<file path="src/obj_pkg.sv">
package obj_pkg;

    // pixel and palette widths
    localparam int PXL_W = 4;
    localparam int PAL_W = 4;
    localparam int ROW_W = 4;   // sprite rows per tile, 16 lines

    typedef logic [PXL_W-1:0] pxl_t;     // colour index, zero is transparent
    typedef logic [PAL_W-1:0] pal_t;
    typedef logic [8:0]       code_t;    // tile code
    typedef logic [13:0]      rom_addr_t; // {code, row, half}
    typedef logic [7:0]       buf_addr_t; // line buffer column
    typedef logic [31:0]      rom_word_t; // eight pixels, low nibble first

    // eight pixels in every ROM word
    localparam int PXL_PER_WORD = $bits(rom_word_t) / PXL_W;

    // never written into the line buffer
    localparam pxl_t ALPHA = '0;

    // columns in one line buffer half
    localparam int LINE_LEN = 2 ** $bits(buf_addr_t);

    // colour PROM depth, indexed by {pal, nibble}
    localparam int PROM_DEPTH = 2 ** (PAL_W + PXL_W);

    // hdump values from 0x100 up to here are still read out
    localparam logic [8:0] HVIS_END = 9'h104;

    // step of the write column under hflip
    localparam buf_addr_t HFLIP_SPAN = buf_addr_t'(2 * PXL_PER_WORD - 1);

endpackage

</file>
<file path="src/obj_color_prom.sv">
`timescale 1ns/10ps

module obj_color_prom import obj_pkg::*; (
    input  logic       clk,

    // programming port, single cycle writes
    input  logic [7:0] prog_addr,
    input  pxl_t       prog_data,
    input  logic       prog_en,

    // lookup request from the drawer
    input  logic [7:0] color_idx,
    input  buf_addr_t  wr_addr,
    input  logic       wr_en,

    // aligned write into the line buffer
    output pxl_t       buf_wr_data,
    output buf_addr_t  buf_wr_addr,
    output logic       buf_we
);

    pxl_t       mem [PROM_DEPTH];
    logic [7:0] rd_addr;

    always_ff @(posedge clk) begin
        if (prog_en) begin
            mem[prog_addr] <= prog_data;
        end
    end

    // address registered, data read out during the following cycle
    always_ff @(posedge clk) begin
        rd_addr <= color_idx;
    end

    assign buf_wr_data = mem[rd_addr];

    // column and enable follow the lookup by one clk
    always_ff @(posedge clk) begin
        buf_wr_addr <= wr_addr;
        buf_we      <= wr_en;
    end

endmodule

</file>
<file path="config.mk">
export PLATFORM = sky130hd
export DESIGN_NAME = obj_color_prom
export DESIGN_NICKNAME = d
export VERILOG_FILES = /design/src/obj_pkg.sv /design/src/obj_color_prom.sv
export SDC_FILE = /design/constraint.sdc
export NUM_CORES = 1
export LEC_CHECK = 0
export ABC_CLOCK_PERIOD_IN_PS = 2400
export BUFFER_PORTS_ARGS = -buffer_cell sky130_fd_sc_hd__buf_2
export CAP_MARGIN = 20
export CORE_ASPECT_RATIO = 1.2
export CORE_MARGIN = 3
export CORE_UTILIZATION = 57
export DETAILED_ROUTE_END_ITERATION = 8
export HOLD_SLACK_MARGIN = 0.1
export PLACE_DENSITY = 0.76
export SLEW_MARGIN = 20
export SYNTH_ARGS = -nofsm -noshare
export SYNTH_HDL_FRONTEND = slang
export SYNTH_SLANG_ARGS = --single-unit
export TNS_END_PERCENT = 1
</file>
<file path="constraint.sdc">
create_clock -name clk -period 2.4 [get_ports clk]
set_input_delay 0.48 -clock clk [delete_from_list [all_inputs] [get_ports clk]]
set_output_delay 0.48 -clock clk [all_outputs]
set_load 0.03 [all_outputs]
</file>
==> impl_metrics.json <==
{
  "cts_inserted_buffers": 90,
  "totalWireLength_mm": 101,
  "power_leakage_nw": 15.4,
  "pwr-share-clk_pct": 39.5,
  "critPathKind": "flop to output pin",
  "cts_max_level": 3,
  "layout_setup_ws_ps": -1590,
  "worst-path-buf-inv": 5,
  "cp-end-kind": "output pin",
  "async_flop_share_pct": 0,
  "cp_data_arrival_time_ps": 3510,
  "ys_warn_count": 0,
  "whs_ps": 214,
  "max_cap_viol_count": 0,
  "grt_pass1_wl_mm": 149,
  "pin_count": 44,
  "cts_buffer_depth": 3,
  "drtIter0Drc": 3068,
  "synth_area_um2": 40900,
  "worst-endpoint-required_ps": 1920,
  "slowest_delay_ps": 530,
  "synth_edf_count": 1024,
  "die_area_um2": 75100,
  "dieWidth_um": 251,
  "holdCritPathClass": "input pin to flop",
  "via_per_inst": 6.49,
  "hold_viol": 0,
  "grt_setup_unrepaired": "true",
  "fmaxAchievable_ghz": 0.251,
  "synth_area_leader_cell": "edfxtp_1",
  "worst_pin_slew_ps": 636,
  "antenna_found_initial": 3,
  "nFillCells": 4216,
  "cp_cell_sequence": "buf_12 -> buf_12 -> buf_4 -> mux4_2 -> a211oi_2 -> a2111oi_2 -> nor4_4 -> buf_4 -> o211ai_1 -> buf_4",
  "syn_nets": 2095,
  "grt_overflow": 0,
  "yosysSeqAreaShare_pct": 75.9,
  "path_common_cell": "buf_4",
  "grt_use_total_pct": 27.3,
  "synth_ff_type": "edfxtp_1",
  "synth_top_area_share_pct": 75.1,
  "crit_family": "buffers and inverters",
  "internal-power_w": 0.0291,
  "dp.final_hpwl_mm": 62.6,
  "layout_min_cycle_time_ps": 3990,
  "dr.pass1.iters": 7,
  "synth_most_common_cell": "edfxtp_1",
  "row_count": 107,
  "finalMaxSlewViolations": 0,
  "syn_inst": 2064,
  "crit_fanout": 9,
  "grt_pass1_vias": 22600,
  "grt_max_degree": 79,
  "swShare_pct": 21.0,
  "vias": 22000,
  "start_util_pct": 57.6,
  "combPwrFrac_pct": 6.2,
  "failed_checks": "negative setup slack",
  "ys_top_cells_by_count": "1024 x edfxtp_1, 275 x nor2_1, 250 x mux4_2",
  "syn_area_per_cell_um2": 19.8,
  "synth_cell_types": 42,
  "final_antenna_net_count": 0,
  "clk_pin_slew_worst_paths_ps": 60,
  "nets": 2409,
  "slew_headroom_pct": 57.4,
  "gp_congestion": 0.872,
  "cts.sinks": 1041,
  "drc_errors": 0,
  "finalCritPeriodShare_pct": 166,
  "core_um2": 71100,
  "power_density_nw_per_um2": 770,
  "power_switching_w": 0.00773,
  "setup_viol": 4,
  "cp-start-kind": "flop",
  "cts_tree": "built",
  "p_seq_share_pct": 54.4,
  "layout-drive-gt1-share_pct": 31.0,
  "dp_slack_ps": -1240,
  "ys_top_cells_by_area": "edfxtp_1 75%, mux4_2 14%, nor2_1 2.5%",
  "area_growth_pct": 16.8,
  "die_height_um": 300,
  "peakVddDrop_mv": 0.921,
  "io_buffers": 43,
  "root_buffer": "clkbuf_16",
  "wl_per_cell_um": 29.9,
  "ys_ff_latch": 1041,
  "outcome": "finished, violations left",
  "slowest_stage": "mux4_2"
}
==> layer usage <==
layer | track usage (%) | share of wire (%) | vias to the layer above
met5 | 0 | 0.014 | -
met4 | 11.4 | 4.6 | 2
met3 | 5.32 | 9.3 | 269
met2 | 45.9 | 51 | 1306
met1 | 35.6 | 35 | 11300
li1 | - | - | 9038
==> cell type report <==
cell class                      instances  area [um2]  share of cell area [%]
Inverter                                2        7.51                  0.0157
Antenna cell                            2        5.00                  0.0105
Multi-Input combinational cell        893        9340                    19.5
Sequential cell                      1041       31100                    65.1
Tap cell                              926        1160                    2.42
Clock inverter                         48         487                    1.02
Timing Repair Buffer                  350        3250                    6.80
Clock buffer                          118        2460                    5.15
==> cells by family after synthesis <==
kind of cell / count (synthesis) / synth area share (%)
flip-flops: 1041 / 75.9
AND/OR/NAND/NOR: 447 / 4.70
multiplexers: 321 / 15.5
buffers and inverters: 130 / 1.70
AO/OA/AOI/OAI: 125 / 2.14
==> cell usage in the layout (no fill, tap or decap), types with 7 or more instances in the layout <==
cell type	n
nor2b_1	23
nor2_1	275
edfxtp_1	1024
nand4_1	15
clkbuf_1	20
dfxtp_1	13
buf_6	10
nand2b_1	12
o221ai_1	8
buf_2	35
mux2i_1	63
a21oi_1	13
a221oi_1	7
o21ai_0	11
mux4_2	250
nand2_1	55
o22ai_1	10
clkbuf_16	94
dlygate4sd3_1	17
bufinv_16	8
buf_12	38
buf_4	241
nand3_1	39
clkinv_2	16
clkinv_1	12
a22oi_1	31
o211ai_1	13
==> worst paths after layout <==
| kind | endpoint | slack (ps) | from | depth (start not counted) |
|---|---|---|---|---|
| worst min-delay path | mem[230][3] | 210 | prog_data[3] | 1 |
| worst max-delay path | buf_wr_data[2] | -1590 | flop | 10 |
==> power groups by stage <==
stage | Combinational [W] | Clock, W | Sequential [W]
4_1_cts | 0.00220 | 0.0146 | 0.0200
3_5_place_dp | 0.00208 | 0 | 0.0204
2_1_floorplan | 0.00106 | 0 | 0.0204
3_3_place_gp | 0.00202 | 0 | 0.0204
6_report | 0.00227 | 0.0145 | 0.0200
5_1_grt | 0.00238 | 0.0153 | 0.0200
==> state kept, by name (all words and copies together), names as in the netlist, named ones only <==
signal,flops
mem,1024
buf_we,1
buf_wr_addr,8
==> through the flow <==
stage	TNS (ps)	std cells	area, um2	util (%)	power (W)
2_1_floorplan	-1180	2064	41000	-	0.0215
3_3_place_gp	-3850	3172	44100	62.1	0.0224
5_1_grt	-6300	3378	47800	67.2	0.0377
3_5_place_dp	-4030	3172	44100	62.1	0.0225
4_1_cts	-6100	3366	47600	66.9	0.0368
6_report	-6170	3380	47800	67.3	0.0368
==> timing repair <==
action | in CTS | in global routing
cloned | 3 | 2
hold buffers | 17 | 0
hold endpoints to repair | 17 | 0
pin swaps | 11 | 18
setup endpoints to repair | 4 | 4
setup buffers | 8 | 11
gates resized for setup | 32 | 33
Power figures use the tool's default switching activity.
