`src/obj_pkg.sv`:
```
package obj_pkg;

    // pixel and palette widths
    localparam int PXL_W = 4;
    localparam int PAL_W = 4;
    localparam int ROW_W = 4;   // sprite rows per tile, 16 lines

    typedef logic [PXL_W-1:0] pxl_t;     // colour index, zero is transparent
    typedef logic [PAL_W-1:0] pal_t;
    typedef logic [8:0]       code_t;    // tile code
    typedef logic [13:0]      rom_addr_t; // {code, row, half}
    typedef logic [7:0]       buf_addr_t; // line buffer column
    typedef logic [31:0]      rom_word_t; // eight pixels, low nibble first

    // eight pixels in every ROM word
    localparam int PXL_PER_WORD = $bits(rom_word_t) / PXL_W;

    // never written into the line buffer
    localparam pxl_t ALPHA = '0;

    // columns in one line buffer half
    localparam int LINE_LEN = 2 ** $bits(buf_addr_t);

    // colour PROM depth, indexed by {pal, nibble}
    localparam int PROM_DEPTH = 2 ** (PAL_W + PXL_W);

    // hdump values from 0x100 up to here are still read out
    localparam logic [8:0] HVIS_END = 9'h104;

    // step of the write column under hflip
    localparam buf_addr_t HFLIP_SPAN = buf_addr_t'(2 * PXL_PER_WORD - 1);

endpackage

```
`src/obj_draw.sv`:
```
`timescale 1ns/10ps

module obj_draw import obj_pkg::*; #(
    parameter buf_addr_t HOFFSET = 8'd6
) (
    input  logic             clk,
    input  logic             rst,
    input  logic             cen2,

    // row request from the scanner
    input  logic             draw,
    output logic             busy,

    input  buf_addr_t        xpos,
    input  logic [ROW_W-1:0] ysub,
    input  pal_t             pal,
    input  logic             hflip,
    input  logic             vflip,
    input  code_t            code,

    // graphics ROM
    output rom_addr_t        rom_addr,
    input  rom_word_t        rom_data,
    output logic             rom_cs,
    input  logic             rom_ok,

    // towards the colour PROM
    output logic [7:0]       color_idx,
    output buf_addr_t        wr_addr,
    output logic             wr_en
);

    localparam int CNT_W = $clog2(PXL_PER_WORD);
    localparam logic [CNT_W-1:0] CNT_LAST = CNT_W'(PXL_PER_WORD - 1);

    rom_word_t        pxl_data;   // shifts out one nibble per pixel
    logic [CNT_W-1:0] cnt;        // pixels left in the current word
    pal_t             cur_pal;
    logic             cur_hflip;

    logic             start;      // row accepted this cycle
    logic             capture;    // ROM word arrives
    logic             shift;      // one pixel goes out
    logic             last_pxl;

    assign start    = draw && !busy;
    assign capture  = busy && rom_cs && rom_ok;
    assign shift    = busy && !rom_cs;
    assign last_pxl = cnt == '0;

    // low nibble is always the next pixel
    assign color_idx = {cur_pal, pxl_data[PXL_W-1:0]};

    always_ff @(posedge clk, posedge rst) begin
        if (rst) begin
            busy      <= 1'b0;
            rom_cs    <= 1'b0;
            rom_addr  <= '0;
            wr_en     <= 1'b0;
            wr_addr   <= '0;
            cnt       <= '0;
            cur_hflip <= 1'b0;
        end else if (cen2) begin
            if (start) begin
                // first half is requested straight away
                rom_addr  <= {code, ysub ^ {ROW_W{vflip}}, 1'b0};
                rom_cs    <= 1'b1;
                busy      <= 1'b1;
                cnt       <= CNT_LAST;
                cur_hflip <= hflip;
                wr_addr   <= xpos + HOFFSET + (hflip ? HFLIP_SPAN : buf_addr_t'(0));
            end
            if (capture) begin
                rom_cs <= 1'b0;
                wr_en  <= 1'b1;  // pixel 0 of this word goes out next
            end else if (shift) begin
                wr_addr <= cur_hflip ? wr_addr - 8'd1 : wr_addr + 8'd1;
                cnt     <= cnt - 1'b1;
                if (last_pxl) begin
                    wr_en <= 1'b0;
                    cnt   <= CNT_LAST;
                    if (rom_addr[0]) begin
                        busy <= 1'b0;  // both halves done
                    end else begin
                        rom_addr[0] <= 1'b1;
                        rom_cs      <= 1'b1;
                    end
                end
            end
        end
    end

    // word and palette carry no control meaning
    always_ff @(posedge clk) begin
        if (cen2) begin
            if (start) begin
                cur_pal <= pal;
            end
            if (capture) begin
                pxl_data <= rom_data;
            end else if (shift) begin
                pxl_data <= pxl_data >> PXL_W;
            end
        end
    end

endmodule

```
`config.mk`:
```
export PLATFORM = sky130hd
export DESIGN_NAME = obj_draw
export DESIGN_NICKNAME = d
export VERILOG_FILES = /design/src/obj_pkg.sv /design/src/obj_draw.sv
export SDC_FILE = /design/constraint.sdc
export NUM_CORES = 1
export LEC_CHECK = 0
export ABC_AREA = 1
export BUFFER_PORTS_ARGS = -buffer_cell sky130_fd_sc_hd__buf_4
export CORE_MARGIN = 4
export CORE_UTILIZATION = 47
export CTS_BUF_LIST = sky130_fd_sc_hd__clkbuf_16
export CTS_CLUSTER_SIZE = 40
export DETAILED_ROUTE_END_ITERATION = 7
export PLACE_DENSITY = 0.85
export SETUP_SLACK_MARGIN = 0.15
export SLEW_MARGIN = 20
export SYNTH_ARGS = -nofsm -noshare
export SYNTH_HDL_FRONTEND = slang
export SYNTH_SLANG_ARGS = --single-unit
```
`constraint.sdc`:
```
create_clock -name clk -period 1.9 [get_ports clk]
set_input_delay 0.095 -clock clk [delete_from_list [all_inputs] [get_ports clk]]
set_output_delay 0.095 -clock clk [all_outputs]
set_load 0.02 [all_outputs]
```
==> results.md, run 1 <==
* Status: completed
* Top cells by area, synth: edfxtp_1, dfrtp_1, mux2_2, nand2_1, ha_1
* Hold crit path type: input pin to register
* Final ANT Viol Nets at 0
* Slew Viols, Final at 0
* Number of synthesized flops with an enable pin at 36
* Drt total wl at around 7.6 mm
* Die Span Y at 94.1 um
* IO buf count at 96
* Tcrit/Tclk final at 0.859
* Slowest cell on crit path: dfrtp_2
* Post-Syn Area per Cell at roughly 10 um2
* Fillers at 570
* Yosys reg bits at 65
* Global-route wire length before repair at 12.9 mm
* GRT Total Usage at 0.187
* Seq/Total Area, Yosys at 0.519
* Worst-path fanout max at 8
* Worst-path clk slew at 0.05 ns
* Ports at 97
* Critical Path Start Type: register
* Slew headroom at 0.715
* Mapped Area at 0.00348 mm2
* CP endpoint kind: register
* Worst VDD drop at 583 uV
* Share of cells above drive strength 1 at 0.343
* Fin nets at about 540
* H-tree depth at 3
* Slew @ Worst Pin at 0.427 ns
* Syn Inst Count at approximately 340
* WP buf/inv at 0
* Placer Congestion at between 0.8 and 0.9
* Clk_skew at 0.00483 ns
* Fraction of registers with async set/reset at 0.446
* Clock Path Buffers at 2
* Largest net degree at the start of global routing at 33
* DR vias/cell at 4.87
* Critical path cell sequence: ha_2, a21oi_2, nand2_1, nand2_1, nand2_1, nand2_1, nand3_1, nand3_1, nand2_1
* Initial drt markers at around 140
* CP Class: register to register
* Die ar. at 0.00885 mm2
* Share of the synthesized area in the top cell type at 0.310
* Worst endpoint data arrival time at 1.84 ns
* Final min period at 1.63 ns
* Synth Warn # at 0
* Initial antenna violation count at 0
* Initial Utilization at 0.483
* PD cells at 1220 mW/mm2
* Area of the core at 0.00721 mm2
* Max_cap viols at 0
* Latest clock arrival within the worst-skew pair at about 0.32 ns
* Yosys top cell by area: edfxtp_1
* Final HPWL DP at 5.37 mm
* Final setup violating endpoints at 0
* Total CTS buffers at 9
* Die X at 94.1 um
* Finished Core Util at 0.658
* Cell Area, Placed at ~0.0043 mm2
* Fin area at 0.00474 mm2
* Crit path top cell by count: nand2_1
* Leak Pwr at 2.28 nW
* Root Driver: clkbuf_16
* Vias in the first global route at 2799
* WL/cell at 13.7 um
* Data required, critical path at ~2.1 ns
* Netlist cell types at 33
* Syn Nets at 425
* DRC at 0
* Sink Count at 65
* TritonRoute pass-1 iters at 4
* Final Hold Fails at 0
* Main synth FF type: edfxtp_1
* DR vias at 2726
* Ant diodes at 0
* Fmax at 613 MHz
* Final TNS setup at 0 ns
* Crit-path max cell delay at 0.47 ns
* Critical path's top delay family: simple AND/OR/NAND/NOR gates
* GR Overflow Total at 0
* Area grow syn2layout at 36.2%
* CTS tree: yes
* Cell row count at 31
* Unrepaired setup endpoints after global routing: yes
## per-layer routing
metal | vias to the layer above | wire length [um] | global-route usage
met3 | 13 | 416 | 0.0417
met2 | 83 | 4110 | 0.325
met1 | 1263 | 3010 | 0.224
li1 | 1367 | - | -
met4 | 0 | 110 | 0.0722
met5 | - | 0 | 0
## cells in the mapped netlist, types with 2 or more instances
library cell / number
a211oi_1: 2
a21oi_1: 11
buf_2: 4
buf_4: 6
dfrtp_1: 29
edfxtp_1: 36
fa_1: 2
ha_1: 16
inv_1: 49
inv_4: 2
mux2_2: 28
nand2_1: 80
nand2_4: 3
nand3_1: 20
nand4_1: 3
nor2_1: 14
o21ai_0: 13
o21bai_1: 2
o22ai_1: 3
xnor2_1: 7
## metrics by stage
stage / hold slack, ns / std cells / setup WS [ns] / power, mW
finish: 0.0384 / 560 / 0.268 / 5.78
global route: 0.0742 / 560 / 0.125 / 6.15
CTS: 0.0326 / 559 / 0.197 / 5.79
detailed placement: 0.209 / 529 / 0.0254 / 4.04
global placement: 0.199 / 529 / 0.0795 / 3.96
floorplan: 0.173 / 343 / 0.214 / 3.40
## path summary, 6_finish.rpt
kind | startpoint | endpoint | slack, ns | cells after the start
min in group asynchronous | rst | rom_addr[11] | 0.45 | 4
worst min register to register | rom_addr[9] | rom_addr[9] | 0.48 | 2
worst max-delay path | cur_hflip | wr_addr[5] | 0.27 | 9
worst min-delay path | hflip | cur_hflip | 0.04 | 3
max in group asynchronous | rst | cur_hflip | 1.16 | 4
worst max register to register | cur_hflip | wr_addr[5] | 0.27 | 9
## registers in the layout (all words and copies together), names as in the netlist
register and count:
busy 1, cnt 3, cur_hflip 1, cur_pal 4, pxl_data 32, rom_addr 14
rom_cs 1, wr_addr 8, wr_en 1
## logic make-up after synthesis
group           after synthesis  synth area share
compound gates               36            0.0629
buf+inv                      64            0.0805
fa+ha+maj                    18            0.0690
flops                        65             0.519
xor+xnor                      8            0.0201
mux                          28            0.0905
simple gates                124             0.158
## layout by cell type, fill, tap and decap left out, types with 3 or more instances in the layout
cell and count:
buf_4 100, nand2_1 79, inv_1 49, edfxtp_1 36, mux2_2 28, dfrtp_1 27
nand3_1 20, ha_1 15, nor2_1 14, dlygate4sd3_1 14, o21ai_0 13, a21oi_1 10
clkbuf_16 9, xnor2_1 7, nand2_4 4, o22ai_1 3, nand4_1 3, clkinv_1 3
## area by class of cell
| class | count | area (um2) | share of cell area |
|---|---|---|---|
| Sequential cell | 65 | 1810 | 0.381 |
| Timing Repair Buffer | 114 | 891 | 0.188 |
| Multi-Input combinational cell | 214 | 1410 | 0.297 |
| Inverter | 52 | 200 | 0.0422 |
| Tap cell | 99 | 124 | 0.0261 |
| Clock inverter | 7 | 85.1 | 0.0179 |
| Clock buffer | 9 | 225 | 0.0475 |
## timing repair
item | CTS | global route
hold buffers | 14 | 0
endpoints found under the hold margin | 42 | 0
setup endpoints to repair | 1 | 4
gates resized for setup | 1 | 3
buffers inserted | 0 | 1
## report_power, final
group	leakage (nW)	internal [mW]	switching [mW]
Sequential	0.674	1.84	0.213
Clock	0.152	1.13	0.569
Combinational	1.45	0.899	1.12
Total	2.28	3.88	1.90
## worst reg2reg max path, stage by stage (launching register included)
cell and delay, ns:
dfrtp_2 0.47, ha_2 0.33, a21oi_2 0.21, nand2_1 0.11, nand2_1 0.09, nand2_1 0.06, nand2_1 0.05, nand3_1 0.07
nand3_1 0.08, nand2_1 0.05
No activity file was read; power rests on OpenSTA's default activity.
==> inputs of run 2 (changes only) <==
Settings changed: REMOVE_ABC_BUFFERS set to 1.
==> run 2 against run 1 <==
Register-to-register slack about the same. Largest cell class unchanged. Highest routed layer unchanged. Critical endpoint unchanged. Routed wire length up 3.0%. Sequential share of layout area down 0.10 points.
==> results.md, run 2 (same netlist as run 1, synthesis figures left out) <==
* Final hold slack at 0.0386 ns (+0.000156 ns)
* Clk_skew at 0.00475 ns (-0.0000768 ns)
* Data required, critical path at 2.12 ns (about the same)
* Busiest layer in global routing: met2
* Setup slack at placement at 0.00127 ns (-0.0241 ns)
* Drt total wl at 7.88 mm (+3.0%)
* Fin nets at 539 (+0.19%)
* Top Registers: pxl_data: 32 flops, rom_addr: 14 flops, wr_addr: 8 flops
* Cell row count at 31 (unchanged)
* Tcrit/Tclk final at 0.860 (about the same)
* Clock Path Buffers at 2 (unchanged)
* Vias in the first global route at 2751 (-1.7%)
* Worst-path clk slew at 0.05 ns (about the same)
* DRC at 0 (unchanged)
* Ports at 97 (unchanged)
* Unrepaired setup endpoints after global routing: no
* CP endpoint kind: register
* TritonRoute pass-1 iters at 4 (unchanged)
* Final setup violating endpoints at 0 (unchanged)
* Final HPWL DP at 5.52 mm (+2.9%)
* Crit path top cell by count: nand2_1
* DR vias at 2735 (+0.33%)
* Worst endpoint data arrival time at 1.85 ns (about the same)
* Slowest cell on crit path: dfrtp_2
* IO buf count at 96 (unchanged)
* Largest Register: pxl_data
* Slew headroom at 0.742 (+0.0271)
* Cell Area, Placed at 0.00430 mm2 (+0.59%)
* WL/cell at 14.0 um (+2.8%)
* Critical Path Start Type: register
* Final ANT Viol Nets at 0 (unchanged)
* Critical path cell sequence: ha_2, a21oi_2, nand2_1, nand2_1, nand2_1, nand2_1, nand3_1, nand3_1, nand2_1
* Multi-input gate area at 0.00141 mm2 (-0.35%)
* Crit-path max cell delay at 0.46 ns (about the same)
* Ant diodes at 0 (unchanged)
* Worst setup margin at 0.267 ns (-0.00121 ns)
* Slew @ Worst Pin at 0.387 ns (-0.0402 ns)
* Fillers at 562 (-1.4%)
* Final min period at 1.63 ns (+0.00121 ns)
* Worst-path fanout max at 8 (unchanged)
* Slew Viols, Final at 0 (unchanged)
* Area of the core at 0.00721 mm2 (unchanged)
* Latest clock arrival within the worst-skew pair at 0.33 ns (about the same)
* CP Class: register to register
* Die ar. at 0.00885 mm2 (unchanged)
* DR vias/cell at 4.88 (+0.15%)
* Share of cells above drive strength 1 at 0.348 (+0.00575)
* Largest register FFs at 32 (unchanged)
* Status: completed
* Initial Utilization at 0.483 (unchanged)
* Met3 usage at 0.0393 (-0.00240)
* Placer Congestion at 0.876 (-0.18%)
* Final Hold Fails at 0 (unchanged)
* Commonest non-fill, non-tap cells in the layout: buf_4, nand2_1, inv_1, edfxtp_1, mux2_2
* GRT Total Usage at 0.186 (-0.000727)
* Hold crit path type: input pin to register
* Fin area at 0.00476 mm2 (+0.26%)
* Fmax at 612 MHz (about the same)
* Sink Count at 65 (unchanged)
* M2 GR Usage at 0.329 (+0.00414)
* Global-route wire length before repair at 12.8 mm (-0.74%)
* Initial drt markers at 119 (-12%)
* Largest net degree at the start of global routing at 33 (unchanged)
* Max_cap viols at 0 (unchanged)
* GR Overflow Total at 0 (unchanged)
* Met1 Use GR at 0.218 (-0.00524)
* Leading cell type in the layout, fill and taps excluded: buf_4
* Root Driver: clkbuf_16
* Area grow syn2layout at 36.6%
* Initial antenna violation count at 0 (unchanged)
* H-tree depth at 3 (unchanged)
* Die Span Y at 94.1 um (unchanged)
* CTS tree: yes
* Tot Pwr at 5.74 mW (-0.63%)
* Worst VDD drop at 628 uV (+7.7%)
* PD cells at 1210 mW/mm2 (-0.89%)
* Leak Pwr at 2.29 nW (+0.36%)
* Total CTS buffers at 9 (unchanged)
* Register area at 0.00181 mm2 (unchanged)
* Die X at 94.1 um (unchanged)
run 2: cell types whose count changed in the layout (fill, tap and decap cells not counted), sizes merged:
cell and change:
buf +1, bufinv -1, inv +1
run 2: power by group:
| part | internal [mW] | total (mW) | leakage [nW] | switching (mW) |
|---|---|---|---|---|
| clock network | 1.01 | 1.62 | 0.147 | 0.608 |
| registers | 1.84 | 2.05 | 0.674 | 0.207 |
| logic | 0.930 | 2.07 | 1.47 | 1.14 |
run 2: path summary, 6_finish.rpt:
check / start / end / slack (ns) / cells past startpoint
max in group asynchronous: rst / wr_addr[0] / 1.17 / 4
min: hflip / cur_hflip / 0.04 / 3
min in group asynchronous: rst / rom_addr[7] / 0.43 / 4
max: cur_hflip / wr_addr[5] / 0.27 / 9
min reg2reg: rom_addr[9] / rom_addr[9] / 0.48 / 2
max reg2reg: cur_hflip / wr_addr[5] / 0.27 / 9
run 2: cell type report:
| type | count | share of cell area |
|---|---|---|
| Multi-Input combinational cell | 214 | 0.295 |
| Tap cell | 99 | 0.0260 |
| Clock inverter | 7 | 0.0147 |
| Sequential cell | 65 | 0.380 |
| Inverter | 52 | 0.0421 |
| Clock buffer | 9 | 0.0473 |
| Timing Repair Buffer | 115 | 0.194 |
run 2: critical path, delay by kind of cell (launching register included):
kind	cells	cell delay [ns]
and+or+nand+nor	7	0.52
AOI/OAI and AO/OA	1	0.22
DFF	1	0.46
adders and majority gates	1	0.33
run 2: metrics by stage:
| stage | std cells | TNS (ns) | utilization |
|---|---|---|---|
| global placement | 530 | 0 | 0.596 |
| finish | 561 | 0 | 0.659 |
| CTS | 560 | 0 | 0.657 |
| floorplan | 331 | -18.47 | - |
| detailed placement | 530 | 0 | 0.596 |
| global route | 561 | 0 | 0.659 |
run 2: what timing repair did:
action | CTS | global route
setup endpoints to repair | 0 | 4
hold endpoints to repair | 42 | 0
setup buffers | 0 | 1
hold buffers | 14 | 0
gates resized for setup | 0 | 5
run 2: per-layer routing:
metal	wire [um]	share of wire	up-vias
met3	397	0.050	13
met2	4220	0.54	72
met5	0	0	-
met4	144	0.018	0
li1	-	-	1364
met1	3120	0.40	1286
